**src/include/decode_consts.svh**
```systemverilog
`ifndef DECODE_CONSTS_SVH
`define DECODE_CONSTS_SVH

// datapath and pc width
`define DATA_W 32

// credits granted at reset, matches execute buffer depth
`define ISSUE_CREDITS 2

// credit counter width, must hold ISSUE_CREDITS
`define CREDIT_W 2

`endif

```
**src/design/isa_pkg.sv**
```systemverilog
package isa_pkg;

    typedef enum logic [6:0] {
        OPC_LOAD     = 7'b0000011,
        OPC_LOAD_FP  = 7'b0000111,
        OPC_OP_IMM   = 7'b0010011,
        OPC_CIN_INT  = 7'b0010100,  // custom port input
        OPC_OUT      = 7'b0010101,  // custom port output
        OPC_AUIPC    = 7'b0010111,
        OPC_STORE    = 7'b0100011,
        OPC_STORE_FP = 7'b0100111,
        OPC_OP       = 7'b0110011,
        OPC_LUI      = 7'b0110111,
        OPC_MADD     = 7'b1000011,
        OPC_MSUB     = 7'b1000111,
        OPC_NMSUB    = 7'b1001011,
        OPC_NMADD    = 7'b1001111,
        OPC_OP_FP    = 7'b1010011,
        OPC_BRANCH   = 7'b1100011,
        OPC_JALR     = 7'b1100111,
        OPC_JAL      = 7'b1101111,
        OPC_SYSTEM   = 7'b1110011   // csrrw only
    } opcode_e;

    typedef enum logic [2:0] {
        IMM_I    = 3'b000,
        IMM_S    = 3'b001,
        IMM_B    = 3'b010,
        IMM_J    = 3'b011,
        IMM_UIMM = 3'b100,  // shift amount, zero extended
        IMM_U    = 3'b101
    } imm_src_e;

    typedef enum logic [2:0] {
        RES_ALU  = 3'b000,
        RES_MEM  = 3'b001,
        RES_PC4  = 3'b010,
        RES_CSR  = 3'b011,
        RES_UIMM = 3'b100,  // lui
        RES_FPU  = 3'b110,
        RES_IN   = 3'b111   // input port
    } result_src_e;

    typedef struct packed {
        logic [6:0] funct7;
        logic [4:0] rs2;
        logic [4:0] rs1;
        logic [2:0] funct3;
        logic [4:0] rd;
        opcode_e    opcode;
    } r_fmt_t;

    typedef struct packed {
        logic [11:0] imm_11_0;
        logic [4:0]  rs1;
        logic [2:0]  funct3;
        logic [4:0]  rd;
        opcode_e     opcode;
    } i_fmt_t;

    typedef struct packed {
        logic [6:0] imm_11_5;
        logic [4:0] rs2;
        logic [4:0] rs1;
        logic [2:0] funct3;
        logic [4:0] imm_4_0;
        opcode_e    opcode;
    } s_fmt_t;

    typedef struct packed {
        logic       imm_12;
        logic [5:0] imm_10_5;
        logic [4:0] rs2;
        logic [4:0] rs1;
        logic [2:0] funct3;
        logic [3:0] imm_4_1;
        logic       imm_11;
        opcode_e    opcode;
    } b_fmt_t;

    typedef struct packed {
        logic [19:0] imm_31_12;
        logic [4:0]  rd;
        opcode_e     opcode;
    } u_fmt_t;

    typedef struct packed {
        logic       imm_20;
        logic [9:0] imm_10_1;
        logic       imm_11;
        logic [7:0] imm_19_12;
        logic [4:0] rd;
        opcode_e    opcode;
    } j_fmt_t;

    // one fetched word, viewed per format
    typedef union packed {
        r_fmt_t r_fmt;
        i_fmt_t i_fmt;
        s_fmt_t s_fmt;
        b_fmt_t b_fmt;
        u_fmt_t u_fmt;
        j_fmt_t j_fmt;
    } instr_u;

endpackage

```
**src/design/pipe_pkg.sv**
```systemverilog
`include "decode_consts.svh"

package pipe_pkg;

    // field order follows the main decoder control word
    typedef struct packed {
        logic                 reg_write;
        isa_pkg::imm_src_e    imm_src;
        logic                 alu_src;
        logic                 mem_read;
        logic                 mem_write;
        isa_pkg::result_src_e result_src;
        logic                 branch;
        logic [1:0]           alu_op;
        logic                 jump;
        logic                 c_reg_write;    // csr write
        logic                 out_issued;     // port output
        logic                 in_issued;      // port input
        logic                 fpu_dispatch;
        logic                 fpu_reg_write;  // fp register file write
        logic                 write_src;      // store data from fp regs
        logic                 s_fpu;          // fp side of the pipe
        logic                 illegal;
    } ctrl_t;

    typedef struct packed {
        ctrl_t              ctrl;
        logic [3:0]         alu_control;
        logic [`DATA_W-1:0] imm;
        logic [4:0]         rd;
        logic [4:0]         rs1;
        logic [4:0]         rs2;
        logic [4:0]         rs3;  // fused fp ops only
        logic [`DATA_W-1:0] pc;
    } decoded_t;

endpackage

```
**src/design/main_decoder.sv**
```systemverilog
`timescale 1ns/1ps

module main_decoder (
    input  isa_pkg::opcode_e opcode,
    input  logic [2:0]       funct3,
    input  logic             funct7_6,
    output pipe_pkg::ctrl_t  ctrl
);

    // reg_write imm_src alu_src mem_read mem_write result_src branch alu_op jump
    // c_reg_write out_issued in_issued fpu_dispatch fpu_reg_write write_src s_fpu
    logic [20:0] controls;
    logic        illegal;

    assign ctrl = {controls, illegal};

    always_comb begin
        illegal = 1'b0;
        case (opcode)
            isa_pkg::OPC_LOAD:
                controls = 21'b1_000_1_1_0_001_0_00_0_0_0_0_0_0_0_0;  // lw
            isa_pkg::OPC_STORE:
                controls = 21'b0_001_1_0_1_000_0_00_0_0_0_0_0_0_0_0;  // sw
            isa_pkg::OPC_CIN_INT:
                controls = 21'b1_000_0_0_0_111_0_00_0_0_0_1_0_0_0_0;
            isa_pkg::OPC_OUT:
                controls = 21'b0_000_0_0_0_000_0_00_0_0_1_0_0_0_0_0;
            isa_pkg::OPC_AUIPC:
                controls = 21'b1_101_1_0_0_000_0_11_0_0_0_0_0_0_0_0;
            isa_pkg::OPC_OP:
                controls = 21'b1_000_0_0_0_000_0_10_0_0_0_0_0_0_0_0;  // r-type
            isa_pkg::OPC_LUI:
                controls = 21'b1_101_0_0_0_100_0_00_0_0_0_0_0_0_0_0;
            isa_pkg::OPC_BRANCH:
                controls = 21'b0_010_0_0_0_000_1_01_0_0_0_0_0_0_0_0;
            isa_pkg::OPC_OP_IMM: begin
                // slli, srli and srai take a shift amount
                if (funct3 == 3'b001 || funct3 == 3'b101) begin
                    controls = 21'b1_100_1_0_0_000_0_10_0_0_0_0_0_0_0_0;
                end else begin
                    controls = 21'b1_000_1_0_0_000_0_10_0_0_0_0_0_0_0_0;
                end
            end
            isa_pkg::OPC_JALR:
                controls = 21'b1_000_1_0_0_010_0_10_1_0_0_0_0_0_0_0;
            isa_pkg::OPC_JAL:
                controls = 21'b1_011_0_0_0_010_0_00_1_0_0_0_0_0_0_0;
            isa_pkg::OPC_SYSTEM:
                controls = 21'b1_000_0_0_0_011_0_00_0_1_0_0_0_0_0_0;  // csrrw
            isa_pkg::OPC_MADD,
            isa_pkg::OPC_MSUB,
            isa_pkg::OPC_NMSUB,
            isa_pkg::OPC_NMADD:
                controls = 21'b0_000_0_0_0_110_0_00_0_0_0_0_1_1_0_1;  // fused
            isa_pkg::OPC_OP_FP: begin
                if (funct7_6) begin
                    // compare and classify write the integer file
                    controls = 21'b1_000_0_0_0_110_0_00_0_0_0_0_1_0_0_1;
                end else begin
                    controls = 21'b0_000_0_0_0_110_0_00_0_0_0_0_1_1_0_1;
                end
            end
            isa_pkg::OPC_LOAD_FP:
                controls = 21'b0_000_1_1_0_001_0_00_0_0_0_0_0_1_0_0;  // flw
            isa_pkg::OPC_STORE_FP:
                controls = 21'b0_001_1_0_1_110_0_00_0_0_0_0_0_0_1_1;  // fsw
            default: begin
                controls = '0;
                illegal  = 1'b1;  // unknown opcode
            end
        endcase
    end

endmodule

```
**src/design/alu_decoder.sv**
```systemverilog
`timescale 1ns/1ps

module alu_decoder (
    input  logic [1:0] alu_op,
    input  logic [2:0] funct3,
    input  logic       funct7_5,
    input  logic       r_type,
    output logic [3:0] alu_control
);

    // codes understood by the execute stage ALU
    localparam logic [3:0] ALU_ADD  = 4'b0000;
    localparam logic [3:0] ALU_SUB  = 4'b0001;
    localparam logic [3:0] ALU_AND  = 4'b0010;
    localparam logic [3:0] ALU_OR   = 4'b0011;
    localparam logic [3:0] ALU_XOR  = 4'b0100;
    localparam logic [3:0] ALU_SLT  = 4'b0101;
    localparam logic [3:0] ALU_SLL  = 4'b0110;
    localparam logic [3:0] ALU_SRL  = 4'b0111;
    localparam logic [3:0] ALU_SRA  = 4'b1000;
    localparam logic [3:0] ALU_SLTU = 4'b1001;

    always_comb begin
        case (alu_op)
            2'b01: alu_control = ALU_SUB;  // branch compare
            2'b10: begin
                case (funct3)
                    3'b000:  alu_control = (r_type && funct7_5) ? ALU_SUB : ALU_ADD;
                    3'b001:  alu_control = ALU_SLL;
                    3'b010:  alu_control = ALU_SLT;
                    3'b011:  alu_control = ALU_SLTU;
                    3'b100:  alu_control = ALU_XOR;
                    3'b101:  alu_control = funct7_5 ? ALU_SRA : ALU_SRL;  // shifts
                    3'b110:  alu_control = ALU_OR;
                    default: alu_control = ALU_AND;
                endcase
            end
            default: alu_control = ALU_ADD;  // loads, stores, auipc
        endcase
    end

endmodule

```
**src/design/imm_extend.sv**
```systemverilog
`timescale 1ns/1ps
`include "decode_consts.svh"

module imm_extend (
    input  isa_pkg::instr_u   inst,
    input  isa_pkg::imm_src_e imm_src,
    output logic [`DATA_W-1:0] imm
);

    always_comb begin
        case (imm_src)
            isa_pkg::IMM_I:
                imm = {{(`DATA_W-12){inst.i_fmt.imm_11_0[11]}}, inst.i_fmt.imm_11_0};
            isa_pkg::IMM_S:
                imm = {{(`DATA_W-12){inst.s_fmt.imm_11_5[6]}},
                       inst.s_fmt.imm_11_5, inst.s_fmt.imm_4_0};
            isa_pkg::IMM_B:
                imm = {{(`DATA_W-12){inst.b_fmt.imm_12}}, inst.b_fmt.imm_11,
                       inst.b_fmt.imm_10_5, inst.b_fmt.imm_4_1, 1'b0};
            isa_pkg::IMM_J:
                imm = {{(`DATA_W-20){inst.j_fmt.imm_20}}, inst.j_fmt.imm_19_12,
                       inst.j_fmt.imm_11, inst.j_fmt.imm_10_1, 1'b0};
            isa_pkg::IMM_UIMM:
                imm = {{(`DATA_W-5){1'b0}}, inst.i_fmt.imm_11_0[4:0]};  // shamt
            isa_pkg::IMM_U:
                imm = {inst.u_fmt.imm_31_12, {(`DATA_W-20){1'b0}}};
            default:
                imm = '0;
        endcase
    end

endmodule

```
**src/design/issue_credit.sv**
```systemverilog
`timescale 1ns/1ps
`include "decode_consts.svh"

module issue_credit (
    input  logic               clk,
    input  logic               rst_n,
    input  pipe_pkg::decoded_t in_op,
    input  logic               in_valid,
    output logic               in_ready,
    input  logic               credit_return,
    output pipe_pkg::decoded_t op,
    output logic               op_valid
);

    logic [`CREDIT_W-1:0] credits;  // free slots downstream
    logic                 issue;

    assign in_ready = (credits != '0);
    assign issue    = in_valid && in_ready;

    always_ff @(posedge clk) begin
        if (!rst_n) begin
            credits  <= `CREDIT_W'(`ISSUE_CREDITS);
            op_valid <= 1'b0;
        end else begin
            op_valid <= issue;  // one cycle per accepted word
            case ({issue, credit_return})
                2'b10:   credits <= credits - 1'b1;
                2'b01:   credits <= credits + 1'b1;
                default: credits <= credits;  // none, or both cancel
            endcase
        end
    end

    // payload only, qualified by op_valid
    always_ff @(posedge clk) begin
        if (issue) begin
            op <= in_op;
        end
    end

endmodule

```
**src/design/decode_top.sv**
```systemverilog
`timescale 1ns/1ps
`include "decode_consts.svh"

module decode_top (
    input  logic               clk,
    input  logic               rst_n,
    input  isa_pkg::instr_u    inst,
    input  logic [`DATA_W-1:0] pc,
    input  logic               inst_valid,
    output logic               inst_ready,
    output pipe_pkg::decoded_t op,
    output logic               op_valid,
    input  logic               credit_return
);

    pipe_pkg::ctrl_t    ctrl;
    logic [3:0]         alu_control;
    logic [`DATA_W-1:0] imm;
    pipe_pkg::decoded_t dec_op;

    main_decoder u_main_decoder (
        .opcode   (inst.r_fmt.opcode),
        .funct3   (inst.r_fmt.funct3),
        .funct7_6 (inst.r_fmt.funct7[6]),
        .ctrl     (ctrl)
    );

    alu_decoder u_alu_decoder (
        .alu_op      (ctrl.alu_op),
        .funct3      (inst.r_fmt.funct3),
        .funct7_5    (inst.r_fmt.funct7[5]),
        .r_type      (inst.r_fmt.opcode[5]),  // set for OP, clear for OP-IMM
        .alu_control (alu_control)
    );

    imm_extend u_imm_extend (
        .inst    (inst),
        .imm_src (ctrl.imm_src),
        .imm     (imm)
    );

    assign dec_op.ctrl        = ctrl;
    assign dec_op.alu_control = alu_control;
    assign dec_op.imm         = imm;
    assign dec_op.rd          = inst.r_fmt.rd;
    assign dec_op.rs1         = inst.r_fmt.rs1;
    assign dec_op.rs2         = inst.r_fmt.rs2;
    assign dec_op.rs3         = inst.r_fmt.funct7[6:2];  // bits 31:27
    assign dec_op.pc          = pc;

    issue_credit u_issue_credit (
        .clk           (clk),
        .rst_n         (rst_n),
        .in_op         (dec_op),
        .in_valid      (inst_valid),
        .in_ready      (inst_ready),
        .credit_return (credit_return),
        .op            (op),
        .op_valid      (op_valid)
    );

endmodule

```
**config.mk**
```make
export PLATFORM = sky130hd
export DESIGN_NAME = decode_top
export DESIGN_NICKNAME = d
export VERILOG_FILES = /design/src/design/isa_pkg.sv /design/src/design/pipe_pkg.sv /design/src/design/main_decoder.sv /design/src/design/alu_decoder.sv /design/src/design/imm_extend.sv /design/src/design/issue_credit.sv /design/src/design/decode_top.sv
export VERILOG_INCLUDE_DIRS = /design/src /design/src/include
export SDC_FILE = /design/constraint.sdc
export NUM_CORES = 1
export LEC_CHECK = 0
export ABC_CLOCK_PERIOD_IN_PS = 5000
export BUFFER_PORTS_ARGS = -buffer_cell sky130_fd_sc_hd__buf_2
export CORE_MARGIN = 5
export CORE_UTILIZATION = 37
export CTS_BUF_LIST = sky130_fd_sc_hd__clkbuf_2
export CTS_CLUSTER_SIZE = 40
export DETAILED_ROUTE_END_ITERATION = 12
export PLACE_DENSITY = 0.62
export SLEW_MARGIN = 40
export SYNTH_ARGS = -nofsm -noshare
export SYNTH_HDL_FRONTEND = slang
export SYNTH_SLANG_ARGS = --single-unit
export TNS_END_PERCENT = 50
```
**constraint.sdc**
```tcl
create_clock -name clk -period 5 [get_ports clk]
set_input_delay 0.25 -clock clk [delete_from_list [all_inputs] [get_ports clk]]
set_output_delay 0.25 -clock clk [all_outputs]
set_load 0.02 [all_outputs]
```
Yosys cells after proc, flatten, opt, wreduce, memory -nomap -nowiden:

Index checks and enable logic that the tools add are counted.
W data, S select, Z words.

* $add $sub $neg: 2
* muxes and demuxes: 10
* equal/unequal tests: 34
* reduce and logical (&&, ||, !) cells: 9

Operator list (number)
* $pmux W21 S16: 1
* $pmux W32 S6: 1
* $eq A7 B7 Y1 const B: 9
* $eq A7 B5 Y1 const B: 4
* $eq A7 B6 Y1 const B: 4
* $pmux W4 S7: 1
* $mux W21: 1
* $mux W20: 1
* $reduce_or A19 Y1: 1
* $eq A3 B3 Y1 const B: 5
* $eq A3 B2 Y1 const B: 4
* $pmux W4 S2: 1
* $eq A7 B2 Y1 const B: 1
* $eq A7 B3 Y1 const B: 1
* $eq A3 B1 Y1 const B: 2
* $logic_not A3 Y1: 2
* $eq A2 B1 Y1 const B: 2
* $eq A2 B2 Y1 const B: 2
* $mux W4: 1
* $pmux W2 S2: 1
* $reduce_bool A2 Y1: 2
* $reduce_or A4 Y1: 1
* $add A2 B1 Y2 const B: 1
* $logic_and A1 B1 Y1: 2
* 3 further kinds: 4

* word-level logic and storage cells: 81
* input bits: 68
* register bits after elaboration: 113

Logic depth before layout (Yosys ltp):

* word-level depth: 6
* depth in mapped cells: 9

Hierarchy:

A second synthesis with hierarchy kept.

* cell total of the unflattened synthesis: 291
* area, all modules: 4519.3 um2

Modules (own cells, without submodules)
* issue_credit: times used 1, area each 3435.8 um2, cells an instance 124
* main_decoder: times used 1, area each 479.2 um2, cells an instance 74
* imm_extend: times used 1, area each 466.7 um2, cells an instance 71
* alu_decoder: times used 1, area each 137.6 um2, cells an instance 22

Worst setup path after synthesis:

No wires, ideal clock.

* kind: register to register
* from: register u_issue_credit.credits[0]
* to: register, netlist name u_issue_credit.op[0]
* path buffers: 0
* stages on the path, launching flop included: 4
* path slack: 1.760 ns
* data arrival time: 2.776 ns
* setup time: 0.464 ns
* data required time: 4.536 ns
* cells stage by stage: dfxtp_1 > or2_2 > nand2_1 > inv_1

* longest elaborated chain between the ends: 2

Ends and longest elaborated chain
* start, declared: line issue_credit.sv:15 `` logic [`CREDIT_W-1:0] credits; ``
* start signal, assigned: line issue_credit.sv:23 `` credits <= `CREDIT_W'(`ISSUE_CREDITS); ``
* start signal, assigned: line issue_credit.sv:28 `2'b10: credits <= credits - 1'b1;`
* start signal, assigned: line issue_credit.sv:29 `2'b01: credits <= credits + 1'b1;`
* $reduce_bool A2 Y1: line issue_credit.sv:18 `assign in_ready = (credits != '0);`
* named net inst_ready: line decode_top.sv:10 `output logic inst_ready,`
* $logic_and A1 B1 Y1: line issue_credit.sv:19 `assign issue = in_valid && in_ready;`
* named net u_issue_credit.issue: line issue_credit.sv:16 `logic issue;`

The timed path passes the listed nets, and every way through them passes these cells.
A chain may end at the register's enable or synchronous reset.

Worst setup path in the final report:

* from: register u_issue_credit.credits[0]
* to: register u_issue_credit.credits[1]

* longest elaborated chain between the ends: 4
* elaborated cells between the ends (all ways): 8
* classes of those cells: 2 x add/sub; 2 x eq/ne; 1 x mux; 3 x reduce/logical

Ends and longest elaborated chain
* $reduce_bool A2 Y1: line issue_credit.sv:18
* $logic_and A1 B1 Y1: line issue_credit.sv:19
* $eq A2 B1 Y1 or $eq A2 B2 Y1 (tied branches): line issue_credit.sv:27 `case ({issue, credit_return})`
* $pmux W2 S2 or $reduce_bool A2 Y1 (tied branches)

Parallel ways exist; a longest one is shown, timed or not.

==> flow_summary.yaml <==
placed_design:
  io_buffers: 179
  gp_congestion: 0.780
  dp_hpwl_um: 8210
final_layout:
  fill_cells: 1013
  layout_commonest_cell: "buf_2"
  final-seq-area_um2: 3360
  drive_above_1_share: 0.407
  mostFrequentLayoutCells: "buf_2 (179), edfxtp_1 (110), dlygate4sd3_1 (62)"
  area_delta_synth_final_pct: 42.5
  multi_input_area_um2: 980
  final_nets: 606
synthesis:
  synth_top_area_cell: "edfxtp_1"
  synth_ff_type: "edfxtp_1"
  avgSynthCellArea_um2: 15.5
  netlist_instances: 289
  synth_edf_count: 110
  synthDistinctLibCells: 51
  synth-seq-cells: 113
  syn_nets: 360
  synth_top_area_share: 0.739
  synth_area_leaders: "edfxtp_1 (74%), nand2_1 (2.1%), a21o_1 (1.8%)"
  syn_area_um2: 4470
  ys_seq_area_frac: 0.753
  async_flop_share: 0
  synth.yosys.warnings: 0
die:
  ios: 180
  die_w_um: 120
  initial_core_util: 0.375
  die_height_um: 120
  core_um2: 11900
  die_area_um2: 14400
  rows: 40
worst_setup_path:
  cp-start-kind: "register"
  endpoint_kind: "register"
  worstPathCellList: "or2_2 > nand2_1 > ha_1 > or3_1 > nand3_1 > dlygate4sd3_1"
  slowest_stage: "dlygate4sd3_1"
  path_class: "reg -> reg"
  critPathLaunch: "u_issue_credit.credits[0]$_SDFFE_PN0P_"
  cp_data_required_time_ns: 5.60
  arrival_ns: 2.81
  cpPeakStageDelay_ns: 0.55
  r2r-start: "u_issue_credit.credits[0]$_SDFFE_PN0P_"
  critPathMaxFanout: 3
routing:
  first_pass_iters: 4
  vias: 3335
  wl_per_cell_um: 17.1
  met1Wirelength_um: 4760
  met2_length_um: 5870
  dr_wl_met3_um: 1080
  highest_layer: "met4"
  via_per_inst: 4.79
  ant_nets: 0
  routed_wl_um: 11900
  drc_errors: 0
  drt_iter0_drc: 232
global_route:
  grt_pass1_vias: 3378
  antenna_found_initial: 1
  grt_pass1_wl_um: 18300
  grt_usage: 0.166
  grt-ovfl-total: 0
  grt_max_degree: 90
power_and_ir_drop:
  p_leak_uw: 0.00272
  ir_worst_vdd_uv: 136
  p_per_area_nw_per_um2: 362
flow_run:
  drv_cap: 0
worst_hold_path:
  hold_path_class: "in -> reg"
  min_from: "credit_return"
timing:
  fin_crit_ns: 2.21
  tightest_slew_ns: 0.813
  finClkSkew_ns: 0.0201
  clock.fmax_mhz: 452
  final.setup.tns_ns: 0
  whs_ns: 0.104
  setup_viol: 0
  finalCritPeriodShare: 0.443
  grt_setup_unrepaired: "no"
  slew_headroom: 0.458
  finalHoldViolCount: 0
  final-max-slew-violation-count: 0
clock_tree:
  clockBufferDepth: 2
  root_buffer: "clkbuf_2"
  htreeDepth: 4
  cts_sinks: 113
  post_cts_buffers: 0
  cts_tree: "done"
  clk_latency_ns: 0.64
  clk_pin_slew_worst_paths_ns: 0.18
  cts-buffers-inserted: 17
status:
  status: "completed"
sequential cells by signal (all words and copies together), names as in the netlist:
name / cells
u_issue_credit.op: 110
u_issue_credit.credits: 2
u_issue_credit.op_valid: 1
synthesized netlist by cell type (3+ instances only):
| library cell | n |
|---|---|
| nor2b_1 | 6 |
| a22o_1 | 4 |
| xor2_1 | 3 |
| nor2_1 | 15 |
| o21ai_0 | 4 |
| edfxtp_1 | 110 |
| a21oi_1 | 9 |
| a21o_1 | 11 |
| buf_2 | 10 |
| and3b_1 | 3 |
| nand2b_1 | 5 |
| nand2_1 | 25 |
| o22a_1 | 3 |
| or3_1 | 3 |
| dfxtp_1 | 3 |
| and3_1 | 3 |
| o22ai_1 | 3 |
| ha_1 | 3 |
| inv_1 | 11 |
| and2_1 | 9 |
| nor3_1 | 6 |
critical path, delay by kind of cell (launching register included):
| kind | cells | cell delay, ns |
|---|---|---|
| buffers and inverters | 1 | 0.55 |
| adder cells (fa/ha/maj) | 1 | 0.29 |
| flip-flops | 1 | 0.38 |
| AND/OR/NAND/NOR | 4 | 0.96 |
per-stage QoR:
step	instances	worst slack (ns)	area, µm²	utilization	power (µW)
6_report	696	2.79	6370	0.535	2310
5_1_grt	696	2.67	6370	0.535	2420
4_1_cts	694	2.78	6350	0.534	2330
3_5_place_dp	601	2.68	5480	0.460	1630
3_3_place_gp	601	2.74	5470	0.460	1630
2_1_floorplan	289	1.76	4470	-	1480
worst paths after layout:
| path | cells after the start | to | slack, ns |
|---|---|---|---|
| min | 4 | u_issue_credit.credits[0]$_SDFFE_PN0P_ | 0.10 |
| min reg2reg | 2 | u_issue_credit.credits[0]$_SDFFE_PN0P_ | 0.67 |
| max reg2reg | 6 | u_issue_credit.credits[1]$_SDFFE_PN1P_ | 2.79 |
| max | 6 | u_issue_credit.credits[1]$_SDFFE_PN1P_ | 2.79 |
logic make-up after synthesis:
| logic type | Yosys count | share of synthesized area |
|---|---|---|
| compound gates | 51 | 0.0860 |
| mux | 1 | 0.00224 |
| buf+inv | 26 | 0.0280 |
| xor+xnor | 4 | 0.00784 |
| simple gates | 91 | 0.115 |
| flops | 113 | 0.753 |
| fa+ha+maj | 3 | 0.00840 |
what timing repair did:
| item | 4_1_cts | 5_1_grt |
|---|---|---|
| endpoints found under the hold margin | 90 | 1 |
| hold buffers | 61 | 1 |
| resized for setup | 0 | 0 |
layout make-up:
| class | count | share of cell area |
|---|---|---|
| Timing Repair Buffer | 242 | 0.239 |
| Inverter | 11 | 0.00727 |
| Tap cell | 147 | 0.0289 |
| Sequential cell | 113 | 0.528 |
| Antenna cell | 1 | 0.000393 |
| Multi-Input combinational cell | 150 | 0.154 |
| Clock inverter | 15 | 0.0287 |
| Clock buffer | 17 | 0.0134 |
per-layer routing:
metal,vias up,track usage
met2,157,0.280
met1,1572,0.189
met5,-,0
met3,18,0.0688
met4,0,0.0630
li1,1588,-
power breakdown:
group | switching, µW | total, µW | internal, µW
clock network | 373 | 658 | 285
registers | 28.9 | 1200 | 1170
logic | 293 | 444 | 151
Power figures use the tool's default switching activity.
